$ cat config.mk
export PLATFORM = sky130hd
export DESIGN_NAME = data_cache
export DESIGN_NICKNAME = d
export VERILOG_FILES = /design/src/dcache_pkg.sv /design/src/line_fifo.sv /design/src/dcache_array.sv /design/src/dcache_ctrl.sv /design/src/mem_port.sv /design/src/data_cache.sv
export SDC_FILE = /design/constraint.sdc
export NUM_CORES = 2
export LEC_CHECK = 0
export ABC_AREA = 1
export BUFFER_PORTS_ARGS = -buffer_cell sky130_fd_sc_hd__buf_2
export CAP_MARGIN = 0
export CELL_PAD_IN_SITES_DETAIL_PLACEMENT = 1
export CELL_PAD_IN_SITES_GLOBAL_PLACEMENT = 2
export CORE_ASPECT_RATIO = 1.4
export CORE_MARGIN = 4
export CORE_UTILIZATION = 41
export DETAILED_ROUTE_END_ITERATION = 12
export PLACE_DENSITY_LB_ADDON = 0.3
export SYNTH_ARGS = -nofsm -noshare
export SYNTH_HDL_FRONTEND = slang
export SYNTH_SLANG_ARGS = --single-unit
$ cat constraint.sdc
create_clock -name clock -period 13.1 [get_ports clock]
set_input_delay 0.655 -clock clock [delete_from_list [all_inputs] [get_ports clock]]
set_output_delay 0.655 -clock clock [all_outputs]
set_load 0.02 [all_outputs]
$ cat src/dcache_pkg.sv
// Data cache shared definitions, bus widths and line states
package dcache_pkg;

  // Byte address width on both buses
  localparam int ADDR_W = 32;

  // Word width on both buses
  localparam int DATA_W = 32;

  // Per-line state
  // INVALID holds nothing usable
  // VALID is clean and matches memory
  // MODIFIED is dirty, written back on eviction
  typedef enum logic [1:0] {
    INVALID  = 2'b00,
    VALID    = 2'b01,
    MODIFIED = 2'b10
  } cache_state_e;

endpackage

$ cat src/line_fifo.sv
// Write buffer, circular FIFO of evicted dirty lines with full and empty flags
`timescale 1ns/1ps
module line_fifo #(
  parameter int WIDTH    = 288,
  parameter int WB_DEPTH = 4
) (
  input  logic             clock,
  input  logic             rst,
  input  logic             push,
  input  logic [WIDTH-1:0] push_data,
  input  logic             pop,
  output logic [WIDTH-1:0] head_data,
  output logic             full,
  output logic             empty
);

  localparam int PTR_W = (WB_DEPTH > 1) ? $clog2(WB_DEPTH) : 1;
  localparam int CNT_W = $clog2(WB_DEPTH + 1);

  // Entry storage, payload only
  logic [WIDTH-1:0] slots [WB_DEPTH];
  logic [PTR_W-1:0] wr_ptr;
  logic [PTR_W-1:0] rd_ptr;
  logic [CNT_W-1:0] count;
  logic             do_push;
  logic             do_pop;

  // Wrap at depth, depth need not be a power of two
  function automatic logic [PTR_W-1:0] next_ptr(input logic [PTR_W-1:0] p);
    if (p == PTR_W'(WB_DEPTH - 1)) begin
      return '0;
    end
    return p + 1'b1;
  endfunction

  assign full      = (count == CNT_W'(WB_DEPTH));
  assign empty     = (count == '0);
  // Ignore push when full, pop when empty
  assign do_push   = push && !full;
  assign do_pop    = pop && !empty;
  assign head_data = slots[rd_ptr];

  always_ff @(posedge clock) begin
    if (rst) begin
      wr_ptr <= '0;
      rd_ptr <= '0;
      count  <= '0;
    end else begin
      if (do_push) begin
        wr_ptr <= next_ptr(wr_ptr);
      end
      if (do_pop) begin
        rd_ptr <= next_ptr(rd_ptr);
      end
      // Occupancy, simultaneous push and pop leave it unchanged
      case ({do_push, do_pop})
        2'b10:   count <= count + 1'b1;
        2'b01:   count <= count - 1'b1;
        default: count <= count;
      endcase
    end
  end

  always_ff @(posedge clock) begin
    if (do_push) begin
      slots[wr_ptr] <= push_data;
    end
  end

endmodule

$ cat src/dcache_array.sv
// Direct-mapped cache storage, tags, line states and words with combinational lookup
`timescale 1ns/1ps
module dcache_array #(
  parameter int SETS  = 8,
  parameter int WORDS = 8
) (
  input  logic                                clock,
  input  logic                                rst,
  input  logic [dcache_pkg::ADDR_W-1:0]       lookup_adr,
  output logic                                hit,
  output logic                                dirty,
  output logic [dcache_pkg::ADDR_W-1:0]       victim_adr,
  output logic [WORDS*dcache_pkg::DATA_W-1:0] victim_line,
  output logic [dcache_pkg::DATA_W-1:0]       rd_word,
  input  logic                                wr_en,
  input  logic [dcache_pkg::DATA_W-1:0]       wr_word,
  input  logic                                fill_en,
  input  logic                                fill_last,
  input  logic [$clog2(WORDS)-1:0]            fill_idx,
  input  logic [dcache_pkg::DATA_W-1:0]       fill_data
);
  import dcache_pkg::*;

  // Address split: tag | set | word | byte
  localparam int IDX_W = $clog2(WORDS);
  localparam int OFF_W = IDX_W + 2;
  localparam int SET_W = $clog2(SETS);
  localparam int TAG_W = ADDR_W - OFF_W - SET_W;

  logic [TAG_W-1:0]             tag_q   [SETS];
  cache_state_e                 state_q [SETS];
  logic [WORDS-1:0][DATA_W-1:0] line_q  [SETS];

  logic [SET_W-1:0] set_sel;
  logic [IDX_W-1:0] word_sel;
  logic [TAG_W-1:0] tag_in;

  assign set_sel  = lookup_adr[OFF_W +: SET_W];
  assign word_sel = lookup_adr[2 +: IDX_W];
  assign tag_in   = lookup_adr[ADDR_W-1 -: TAG_W];

  // Lookup, purely combinational on the selected set
  assign hit   = (state_q[set_sel] != INVALID) && (tag_q[set_sel] == tag_in);
  assign dirty = (state_q[set_sel] == MODIFIED);

  // Victim address rebuilt from the stored tag, line aligned
  assign victim_adr  = {tag_q[set_sel], set_sel, {OFF_W{1'b0}}};
  assign victim_line = line_q[set_sel];
  assign rd_word     = line_q[set_sel][word_sel];

  // Line state
  always_ff @(posedge clock) begin
    if (rst) begin
      for (int s = 0; s < SETS; s++) begin
        state_q[s] <= INVALID;
      end
    end else if (fill_en) begin
      // Partly refilled line stays unusable until its last word
      if (fill_last) begin
        state_q[set_sel] <= VALID;
      end else begin
        state_q[set_sel] <= INVALID;
      end
    end else if (wr_en) begin
      state_q[set_sel] <= MODIFIED;
    end
  end

  // Tags and words
  always_ff @(posedge clock) begin
    if (fill_en) begin
      line_q[set_sel][fill_idx] <= fill_data;
      // New tag only once the whole line has arrived
      if (fill_last) begin
        tag_q[set_sel] <= tag_in;
      end
    end else if (wr_en) begin
      line_q[set_sel][word_sel] <= wr_word;
    end
  end

endmodule

$ cat src/dcache_ctrl.sv
// Cache controller, processor-side Wishbone slave and miss handling FSM
`timescale 1ns/1ps
module dcache_ctrl #(
  parameter int SETS  = 8,
  parameter int WORDS = 8
) (
  input  logic                          clock,
  input  logic                          rst,
  input  logic                          cpu_cyc,
  input  logic                          cpu_stb,
  input  logic                          cpu_we,
  input  logic [dcache_pkg::ADDR_W-1:0] cpu_adr,
  input  logic [dcache_pkg::DATA_W-1:0] cpu_dat_w,
  output logic [dcache_pkg::DATA_W-1:0] cpu_dat_r,
  output logic                          cpu_ack,
  output logic [dcache_pkg::ADDR_W-1:0] lookup_adr,
  input  logic                          hit,
  input  logic                          dirty,
  input  logic [dcache_pkg::DATA_W-1:0] rd_word,
  output logic                          wr_en,
  output logic [dcache_pkg::DATA_W-1:0] wr_word,
  output logic                          push,
  input  logic                          full,
  output logic                          refill_req,
  output logic [dcache_pkg::ADDR_W-1:0] refill_adr,
  input  logic                          refill_done
);
  import dcache_pkg::*;

  localparam int OFF_W = $clog2(WORDS) + 2;
  localparam int SET_W = $clog2(SETS);
  localparam int TAG_W = ADDR_W - OFF_W - SET_W;

  typedef enum logic [2:0] {
    IDLE,
    LOOKUP,
    EVICT,
    REFILL,
    RESPOND
  } ctrl_state_e;

  ctrl_state_e state_q;
  ctrl_state_e state_d;
  logic        req;

  assign req = cpu_cyc && cpu_stb;

  // Master holds the address until ack, so it drives lookup directly
  assign lookup_adr = cpu_adr;
  assign refill_adr = {cpu_adr[ADDR_W-1 -: TAG_W], cpu_adr[OFF_W +: SET_W], {OFF_W{1'b0}}};

  // Ack one cycle after sampling on a hit
  // or right after the refill, when the line is certain to hit
  assign cpu_ack   = req && (((state_q == LOOKUP) && hit) || (state_q == RESPOND));
  assign cpu_dat_r = rd_word;

  // Stores land in the cycle of their ack, hit or write-allocate
  assign wr_en   = cpu_ack && cpu_we;
  assign wr_word = cpu_dat_w;

  // Victim goes out only when the buffer has room
  assign push       = (state_q == EVICT) && !full;
  // Held until mem_port answers
  assign refill_req = (state_q == REFILL);

  always_comb begin
    state_d = state_q;
    case (state_q)
      IDLE: begin
        if (req) begin
          state_d = LOOKUP;
        end
      end
      LOOKUP: begin
        if (!req || hit) begin
          state_d = IDLE;
        end else if (dirty) begin
          state_d = EVICT;
        end else begin
          state_d = REFILL;
        end
      end
      EVICT: begin
        if (!full) begin
          state_d = REFILL;
        end
      end
      REFILL: begin
        if (refill_done) begin
          state_d = RESPOND;
        end
      end
      RESPOND: state_d = IDLE;
      default: state_d = IDLE;
    endcase
  end

  always_ff @(posedge clock) begin
    if (rst) begin
      state_q <= IDLE;
    end else begin
      state_q <= state_d;
    end
  end

endmodule

$ cat src/mem_port.sv
// Memory-side Wishbone master, drains the write buffer and refills lines
`timescale 1ns/1ps
module mem_port #(
  parameter int WORDS = 8,
  parameter int WIDTH = dcache_pkg::ADDR_W + WORDS * dcache_pkg::DATA_W
) (
  input  logic                          clock,
  input  logic                          rst,
  output logic                          mem_cyc,
  output logic                          mem_stb,
  output logic                          mem_we,
  output logic [dcache_pkg::ADDR_W-1:0] mem_adr,
  output logic [dcache_pkg::DATA_W-1:0] mem_dat_w,
  input  logic [dcache_pkg::DATA_W-1:0] mem_dat_r,
  input  logic                          mem_ack,
  input  logic                          empty,
  input  logic [WIDTH-1:0]              head_data,
  output logic                          pop,
  input  logic                          refill_req,
  input  logic [dcache_pkg::ADDR_W-1:0] refill_adr,
  output logic                          refill_done,
  output logic                          fill_en,
  output logic [$clog2(WORDS)-1:0]      fill_idx,
  output logic [dcache_pkg::DATA_W-1:0] fill_data,
  output logic                          fill_last
);
  import dcache_pkg::*;

  localparam int IDX_W = $clog2(WORDS);
  localparam int OFF_W = IDX_W + 2;

  typedef enum logic [1:0] {
    M_IDLE,
    M_DRAIN,
    M_REFILL
  } port_mode_e;

  port_mode_e        mode_q;
  logic [IDX_W-1:0]  cnt_q;
  logic              xfer;
  logic              last_word;
  logic [ADDR_W-1:0] head_adr;
  logic [ADDR_W-1:0] base_adr;

  // Buffer entry is {line address, line words}, word 0 at the bottom
  assign head_adr  = head_data[WIDTH-1 -: ADDR_W];
  assign base_adr  = (mode_q == M_DRAIN) ? head_adr : refill_adr;
  assign xfer      = mem_cyc && mem_ack;
  assign last_word = (cnt_q == IDX_W'(WORDS - 1));

  // Bus outputs follow registered mode and counter, steady until ack
  assign mem_cyc   = (mode_q != M_IDLE);
  assign mem_stb   = mem_cyc;
  assign mem_we    = (mode_q == M_DRAIN);
  assign mem_adr   = {base_adr[ADDR_W-1:OFF_W], cnt_q, 2'b00};
  assign mem_dat_w = head_data[cnt_q*DATA_W +: DATA_W];

  // Head entry released once its last word is acknowledged
  assign pop       = mem_we && xfer && last_word;

  // Refill words go straight into the array
  assign fill_en   = (mode_q == M_REFILL) && xfer;
  assign fill_idx  = cnt_q;
  assign fill_data = mem_dat_r;
  assign fill_last = fill_en && last_word;

  always_ff @(posedge clock) begin
    if (rst) begin
      mode_q      <= M_IDLE;
      cnt_q       <= '0;
      refill_done <= 1'b0;
    end else begin
      refill_done <= fill_last;
      case (mode_q)
        M_IDLE: begin
          // Drain first, refill only from an empty buffer
          // refill_done guard keeps a finished request from restarting
          if (!empty) begin
            mode_q <= M_DRAIN;
          end else if (refill_req && !refill_done) begin
            mode_q <= M_REFILL;
          end
        end
        default: begin
          if (xfer) begin
            if (last_word) begin
              cnt_q  <= '0;
              mode_q <= M_IDLE;
            end else begin
              cnt_q <= cnt_q + 1'b1;
            end
          end
        end
      endcase
    end
  end

endmodule

$ cat src/data_cache.sv
// Data cache top, write-back write-allocate with a line write buffer
`timescale 1ns/1ps
module data_cache #(
  parameter int SETS     = 8,
  parameter int WORDS    = 8,
  parameter int WB_DEPTH = 4
) (
  input  logic                          clock,
  input  logic                          rst,
  input  logic                          cpu_cyc,
  input  logic                          cpu_stb,
  input  logic                          cpu_we,
  input  logic [dcache_pkg::ADDR_W-1:0] cpu_adr,
  input  logic [dcache_pkg::DATA_W-1:0] cpu_dat_w,
  output logic [dcache_pkg::DATA_W-1:0] cpu_dat_r,
  output logic                          cpu_ack,
  output logic                          mem_cyc,
  output logic                          mem_stb,
  output logic                          mem_we,
  output logic [dcache_pkg::ADDR_W-1:0] mem_adr,
  output logic [dcache_pkg::DATA_W-1:0] mem_dat_w,
  input  logic [dcache_pkg::DATA_W-1:0] mem_dat_r,
  input  logic                          mem_ack
);
  import dcache_pkg::*;

  // Buffer entry, line address over line words
  localparam int WB_W = ADDR_W + WORDS * DATA_W;

  // Controller and array
  logic [ADDR_W-1:0]       lookup_adr;
  logic                    hit;
  logic                    dirty;
  logic [ADDR_W-1:0]       victim_adr;
  logic [WORDS*DATA_W-1:0] victim_line;
  logic [DATA_W-1:0]       rd_word;
  logic                    wr_en;
  logic [DATA_W-1:0]       wr_word;

  // Write buffer
  logic                    push;
  logic                    pop;
  logic                    full;
  logic                    empty;
  logic [WB_W-1:0]         head_data;

  // Refill path
  logic                    refill_req;
  logic [ADDR_W-1:0]       refill_adr;
  logic                    refill_done;
  logic                    fill_en;
  logic                    fill_last;
  logic [$clog2(WORDS)-1:0] fill_idx;
  logic [DATA_W-1:0]       fill_data;

  dcache_array #(
    .SETS (SETS),
    .WORDS(WORDS)
  ) u_array (
    .clock      (clock),
    .rst        (rst),
    .lookup_adr (lookup_adr),
    .hit        (hit),
    .dirty      (dirty),
    .victim_adr (victim_adr),
    .victim_line(victim_line),
    .rd_word    (rd_word),
    .wr_en      (wr_en),
    .wr_word    (wr_word),
    .fill_en    (fill_en),
    .fill_last  (fill_last),
    .fill_idx   (fill_idx),
    .fill_data  (fill_data)
  );

  dcache_ctrl #(
    .SETS (SETS),
    .WORDS(WORDS)
  ) u_ctrl (
    .clock      (clock),
    .rst        (rst),
    .cpu_cyc    (cpu_cyc),
    .cpu_stb    (cpu_stb),
    .cpu_we     (cpu_we),
    .cpu_adr    (cpu_adr),
    .cpu_dat_w  (cpu_dat_w),
    .cpu_dat_r  (cpu_dat_r),
    .cpu_ack    (cpu_ack),
    .lookup_adr (lookup_adr),
    .hit        (hit),
    .dirty      (dirty),
    .rd_word    (rd_word),
    .wr_en      (wr_en),
    .wr_word    (wr_word),
    .push       (push),
    .full       (full),
    .refill_req (refill_req),
    .refill_adr (refill_adr),
    .refill_done(refill_done)
  );

  line_fifo #(
    .WIDTH   (WB_W),
    .WB_DEPTH(WB_DEPTH)
  ) u_wbuf (
    .clock    (clock),
    .rst      (rst),
    .push     (push),
    .push_data({victim_adr, victim_line}),
    .pop      (pop),
    .head_data(head_data),
    .full     (full),
    .empty    (empty)
  );

  mem_port #(
    .WORDS(WORDS),
    .WIDTH(WB_W)
  ) u_mem (
    .clock      (clock),
    .rst        (rst),
    .mem_cyc    (mem_cyc),
    .mem_stb    (mem_stb),
    .mem_we     (mem_we),
    .mem_adr    (mem_adr),
    .mem_dat_w  (mem_dat_w),
    .mem_dat_r  (mem_dat_r),
    .mem_ack    (mem_ack),
    .empty      (empty),
    .head_data  (head_data),
    .pop        (pop),
    .refill_req (refill_req),
    .refill_adr (refill_adr),
    .refill_done(refill_done),
    .fill_en    (fill_en),
    .fill_idx   (fill_idx),
    .fill_data  (fill_data),
    .fill_last  (fill_last)
  );

endmodule

=== Yosys cells after proc, flatten, opt, wreduce, memory -nomap -nowiden ===
Memories as Yosys holds them, arrays and structs flattened. A register that Yosys moved wholly into a read port is not among the register bits.
Index checks and enable logic that the tools add are counted.

* Memories: 4
* Bits in registers: 16
* Word-level logic and storage cells: 645
* RAM bits: 3,388
* Output and inout port bits: 100

* Muxes and demuxes: 313
* Order comparisons: 4
* Add/sub/neg operators: 5
* Reductions and logical operators: 34
* Bitwise operators: 259
* Equality and inequality tests: 18
* Shift operators: 1

{| class="wikitable"
|+ Memories
! name !! depth !! width !! read ports !! clocked after Yosys merged registers in !! wr ports !! line !! RTL
|-
| u_array.line_q || 8 || 256 || 1 || 0 || 1 || dcache_array.sv:32 || <nowiki>logic [WORDS-1:0][DATA_W-1:0] line_q [SETS];</nowiki>
|-
| u_wbuf.slots || 4 || 283 || 1 || 1 || 1 || line_fifo.sv:21 || <nowiki>logic [WIDTH-1:0] slots [WB_DEPTH];</nowiki>
|-
| u_array.tag_q || 8 || 24 || 1 || 0 || 1 || dcache_array.sv:30 || <nowiki>logic [TAG_W-1:0] tag_q [SETS];</nowiki>
|-
| u_array.state_q || 8 || 2 || 1 || 0 || 8 || dcache_array.sv:31 || <nowiki>cache_state_e state_q [SETS];</nowiki>
|}

{| class="wikitable"
|+ Operators by type and width
! operator !! count
|-
| 256-bit two-way mux || 2
|-
| 288-bit by 9-bit variable part select with 32-bit output || 1
|-
| 1-bit two-way mux || 282
|-
| 1-bit bitwise OR || 258
|-
| 32-bit demux with 3-bit select || 2
|-
| 32-bit two-way mux || 4
|-
| 32-bit binary-select mux with 3-bit select || 1
|-
| 2-bit two-way mux || 14
|-
| 24-bit equality test || 1
|-
| 3-bit two-way mux || 6
|-
| 1-bit logical AND || 16
|-
| 3-bit case mux with 4 select lines || 1
|-
| 2-bit equality test, second input constant || 5
|-
| 2-bit nonzero test || 5
|-
| 3-bit equality test, second input constant || 3
|-
| 3-bit by 4-bit less-than comparator with 1-bit output, second input constant || 2
|-
| 3-bit by 1-bit adder with 3-bit output, second input constant || 2
|-
| 3-bit by 2-bit equality test with 1-bit output, second input constant || 2
|-
| 3-bit by 1-bit >= comparator with 1-bit output, second input constant || 2
|-
| 3-bit logical NOT || 2
|-
| 3-bit case mux with 2 select lines || 1
|-
| 3-bit AND reduction || 2
|-
| 2-bit by 1-bit adder with 2-bit output, second input constant || 2
|-
| 2-bit by 1-bit equality test with 1-bit output, second input constant || 2
|-
| 11 further kinds || 16
|}

=== Logic depth before layout (Yosys ltp) ===
An unclocked memory read counts as a cell.

* Depth in word-level cells: 14
* Depth in mapped cells: 20
* Mapped depth without buffers: 18

=== Modules after synthesis ===
Synthesis repeated with hierarchy kept, for this count alone.

* Cell total of the unflattened synthesis: 10,874
* Area, all modules: 137,050.2 um^2

{| class="wikitable"
|+ By module, submodules not included
! module !! sequential area each (um^2) !! area an instance (um^2) !! cells each !! times used
|-
| dcache_array || 67,745.0 || 89,189.3 || 7,091 || 1
|-
| line_fifo || 34,773.4 || 43,294.0 || 2,856 || 1
|-
| mem_port || 120.1 || 3,374.5 || 762 || 1
|-
| dcache_ctrl || 60.1 || 1,192.4 || 165 || 1
|}

=== Worst setup path after synthesis ===
OpenSTA, ideal clock, no wires.

* Path kind: flip-flop to flip-flop
* From: register u_ctrl.state_q[1]
* To: memory u_wbuf.slots[0][0] (netlist name) (enable)
* Arrival time: 12,545 ps
* Required time: 12,166 ps
* Setup slack: -380 ps
* Cell stages (with the launch flop): 5
* Clock period less this slack: 13,480 ps
* Path through: dfxtp_1 inv_1 nor3_1 nand2_1 nor2_1

* Longest elaborated chain between the ends: 5

{| class="wikitable"
|+ RTL lines
! what !! line !! RTL
|-
| from (decl) || dcache_ctrl.sv:42 || <nowiki>ctrl_state_e state_q;</nowiki>
|-
| from (signal assigned) || dcache_ctrl.sv:102 || <nowiki>state_q <= state_d;</nowiki>
|-
| 3-bit by 2-bit equality test with 1-bit output || dcache_ctrl.sv:62 || <nowiki>assign push = (state_q == EVICT) && !full;</nowiki>
|-
| 1-bit logical AND || dcache_ctrl.sv:62 ||
|-
| 1-bit logical AND || line_fifo.sv:39 || <nowiki>assign do_push = push && !full;</nowiki>
|-
| 1-bit two-way mux || line_fifo.sv:65 || <nowiki>if (do_push) begin</nowiki>
|-
| 1-bit two-way mux (implied by the code) || line_fifo.sv:66 || <nowiki>slots[wr_ptr] <= push_data;</nowiki>
|-
| to (decl) || line_fifo.sv:21 ||
|}

No other way between the ends.

=== Worst setup path in the final report ===
* From: input cpu_adr[5] (netlist name)
* To: output cpu_dat_r[13] (netlist name)

* Longest elaborated chain between the ends: 3

{| class="wikitable"
|+ RTL lines
! what !! line !! RTL
|-
| from (decl) || data_cache.sv:13 || <nowiki>input logic [dcache_pkg::ADDR_W-1:0] cpu_adr,</nowiki>
|-
| memory 8 x 256 bit || - ||
|-
| via u_array.victim_line (one bit) || dcache_array.sv:13 || <nowiki>output logic [WORDS*dcache_pkg::DATA_W-1:0] victim_line,</nowiki>
|-
| 32-bit binary-select mux with 3-bit select || dcache_array.sv:49 || <nowiki>assign rd_word = line_q[set_sel][word_sel];</nowiki>
|-
| 32-bit two-way mux (implied by the code) || dcache_array.sv:49 ||
|-
| to (decl) || data_cache.sv:15 || <nowiki>output logic [dcache_pkg::DATA_W-1:0] cpu_dat_r,</nowiki>
|}

The timed path passes the listed nets, and every way through them passes these cells. The select of a mux whose other input is x is not followed.

==> metrics.md <==
| Metric | Value |
|---|---|
| Clock transition at the registers of the reported paths | 0.06 ns |
| Largest net degree at the start of global routing | 137 |
| Final hold vios | 0 |
| CP Max Fanout | 107 |
| Worst Hold Launch | rst |
| Final hold slack | 0.0847 ns |
| Fin crit share | 51.5% |
| Power Density | 151 mW/mm^2 |
| Sink Count | 3406 |
| PostCTS Resize Cnt | 0 |
| DRT Wirelength | 484000 um |
| Core area | 0.320 mm^2 |
| H-tree level count | 5 |
| Reg-to-reg slack, setup | 8.28 ns |
| Avg Inst Size Synth | 14.1 um^2 |
| Initial antenna violation count | 57 |
| Register area | 0.102 mm^2 |
| Dominant cell by count in the synthesized netlist | edfxtp_1 |
| Max Cap Viol | 0 |
| WP data arrival | 6.09 ns |
| WL per Instance | 34.5 um |
| Status | finished, final reports clean |
| IO buf count | 197 |
| Leakage | 49.6 nW |
| Most common library cells after synthesis | 3388 x edfxtp_1, 1389 x nand2_1, 782 x o21ai_0, 743 x nor2_1, 469 x clkbuf_1 |
| Post-Syn Area | 0.132 mm^2 |
| Antenna viol nets, final | 0 |
| Synth warn | 0 |
| Nets@finish | 9616 |
| FF-to-FF Start | u_array.tag_q[4][4] |
| Max-slew violations | 0 |
| Global-route congestion overflow total | 0 |
| Die X | 487 um |
| Post-synth top flop | edfxtp_1 |
| #FFs+latches synth | 3406 |
| Worst VDD drop | 0.107 mV |
| TritonCTS clock tree | done |
| Layout cell share with drive strength beyond 1 | 10.2% |
| Worst-Skew Late Latency | 0.91 ns |
| Fillcell total | 31600 |
| Area leader, netlist | edfxtp_1 |
| Pre-CTS setup slack | 6.29 ns |
| DRC errors left | 0 |
| CP Launch Type | primary input |
| Worst Path Buf+Inv | 9 |
| DPL Wire Length | 293000 um |
| Placed inst area | 0.138 mm^2 |
| Setup Viol. Count Final | 0 |
| Post-CTS setup buffer count | 0 |
| Num CTS Buffers | 328 |
| CP peak stage delay | 0.86 ns |
| Yosys cell types | 45 |
| Ys async rst share | 0% |
| DR iter-0 viols | 9681 |
| Most frequent CP cell | buf_4 |
| Max Fclk | 148 MHz |
| Crit. End Element | output pin |
| Worst-margin pin slew | 1.36 ns |
| Unrepaired setup endpoints after global routing | false |
| First-pass GRT wire length | 666000 um |
| Layout Area Growth over Synthesis | 13.0% |
| Synth top area cells | edfxtp_1 77%, nand2_1 4.0%, o21ai_0 3.0% |
| Hold Path Cell Cnt | 2 |
| Rows | 246 |
| Utilization after layout | 46.5% |
| Top Family by Delay on Critical Path | buffers and inverters |
| CTS Buffer Depth | 4 |
| Post-synth EDFFs | 3388 |
| Multi-input logic area | 0.0265 mm^2 |
| Final min period | 6.74 ns |
| R2R depth | 15 |
| Critical-path top delay cell | buf_4 |
| Instance count on the critical path | 15 |
| CP Class | primary input to output pin |
| Clock Skews | 0.0579 ns |
| Post-CTS Hold Fix Bufs | 0 |
| Die Span Y | 679 um |
| Final Instance Area | 0.149 mm^2 |
| GP Congestion | 0.852 |
| Detail-routed via count per cell | 6.10 |
| Die area | 0.331 mm^2 |
| Crit-path cells | buf_4 -> inv_2 -> buf_4 -> buf_4 -> nor2_4 -> buf_4 -> buf_12 -> buf_12 -> buf_4 -> a22oi_1 -> nand4_1 -> a22o_1 -> nor2_1 -> nand2_1 -> buf_2 |
| Post-synthesis sequential area ratio | 77.5% |
| Worst min-delay path category | primary input to flop |
| End of the worst hold path | u_mem.mode_q[1] |
| R2R Path End | u_array.line_q[5][73] |
| GRT Total Usage | 28.6% |
| Post-Syn Instances | 9370 |
| CP required | 12.44 ns |
| Slew HR | 9.66% |
| Starting Density | 41.1% |
| Setup TNS | 0 ns |
| Yosys top cell area share | 77.2% |
| Final worst slack | 6.36 ns |
| DR pass1 iterations | 6 |
| Detailed-route via count | 85700 |
| Boundary Pins | 202 |
| Clock root cell | clkbuf_16 |
| Number of global-route vias before repair | 86300 |
==> worst reg2reg max path, stage by stage, from the launching register on <==
cell      delay (ns)
edfxtp_1        0.37
or2_1           0.22
nand3_1         0.07
nand2_1         0.19
nor2_1          0.36
nand2_1         0.09
nand2_1         0.08
nand2_1         0.06
nor2_1          0.09
nand2_1         0.07
nor2_1          0.14
nand3_2         0.17
nand2_8         0.23
nand4_4         0.69
a21oi_4         1.13
buf_4           0.51
==> state kept, by name, summed over array words and instances, names as in the netlist, named ones only <==
register / cells
u_wbuf.rd_ptr: 2
u_array.line_q: 2048
u_wbuf.wr_ptr: 2
u_array.state_q: 16
u_wbuf.slots: 1132
u_array.tag_q: 192
u_mem.refill_done: 1
u_wbuf.count: 3
u_mem.fill_idx: 3
u_ctrl.state_q: 3
u_mem.mode_q: 2
==> cells by family after synthesis <==
group                    count (synthesis)  share of synthesized area, %
AND/OR/NAND/NOR                       2574                          8.06
buffers and inverters                 1033                          3.07
flip-flops                            3406                          77.5
AO/OA/AOI/OAI                         2347                          11.3
other                                    1                       0.00285
adder cells (fa/ha/maj)                  9                        0.0912
==> per-layer routing <==
metal / GRT usage [%] / vias up / share of wire, %
met5: 0 / - / 0.019
met4: 15.3 / 16 / 5.9
met3: 5.13 / 969 / 8.3
met2: 47.4 / 4006 / 48
met1: 35.8 / 45100 / 37
li1: - / 35600 / -
==> per-stage QoR <==
| step | total power, mW | std cells |
|---|---|---|
| 2_1_floorplan | 12.8 | 9371 |
| 4_1_cts | 22.6 | 14000 |
| 5_1_grt | 23.1 | 14000 |
| 6_report | 22.5 | 14100 |
| 3_5_place_dp | 13.4 | 13400 |
| 3_3_place_gp | 13.4 | 13400 |
==> power by group <==
group | internal [mW] | switching [mW] | total (mW)
clock | 5.25 | 4.07 | 9.32
sequential | 12.0 | 0.00518 | 12.1
combinational | 0.207 | 0.931 | 1.14
total | 17.5 | 5.01 | 22.5
==> area by class of cell <==
cell class,count,area share [%]
Sequential cell,3406,68.6
Multi-Input combinational cell,4932,17.8
Clock buffer,412,5.89
Tap cell,4216,3.54
Timing Repair Buffer,408,1.88
Inverter,429,1.12
Clock inverter,168,1.02
Antenna cell,84,0.141
==> worst max-delay path by stage <==
stage,end,slack (ns),startpoint
2_1_floorplan,u_wbuf.slots[0][0],-0.38,u_ctrl.state_q[1]
4_1_cts,cpu_dat_r[13],6.37,cpu_adr[5]
3_5_place_dp,u_array.line_q[5][73],6.29,cpu_adr[5]
6_report,cpu_dat_r[13],6.36,cpu_adr[5]
5_1_grt,cpu_dat_r[29],6.17,cpu_adr[5]
3_3_place_gp,u_array.line_q[5][73],6.35,cpu_adr[5]
==> cell usage in the layout (no fill, tap or decap), types with 18 or more instances in the layout <==
cell type	n
bufinv_16	26
nor2_1	728
clkbuf_16	339
o21ai_0	782
nand4_1	150
clkinv_1	79
nand2_1	1387
nand3_1	215
inv_1	402
clkbuf_1	72
diode_2	84
o22ai_1	282
a221oi_1	255
a22oi_1	409
buf_2	197
a21oi_4	64
buf_12	18
a21oi_1	66
a22o_1	194
o21ai_1	273
buf_4	193
clkinv_2	40
edfxtp_1	3388
or2_2	18
Note: power is estimated with default switching activity, not from simulation.
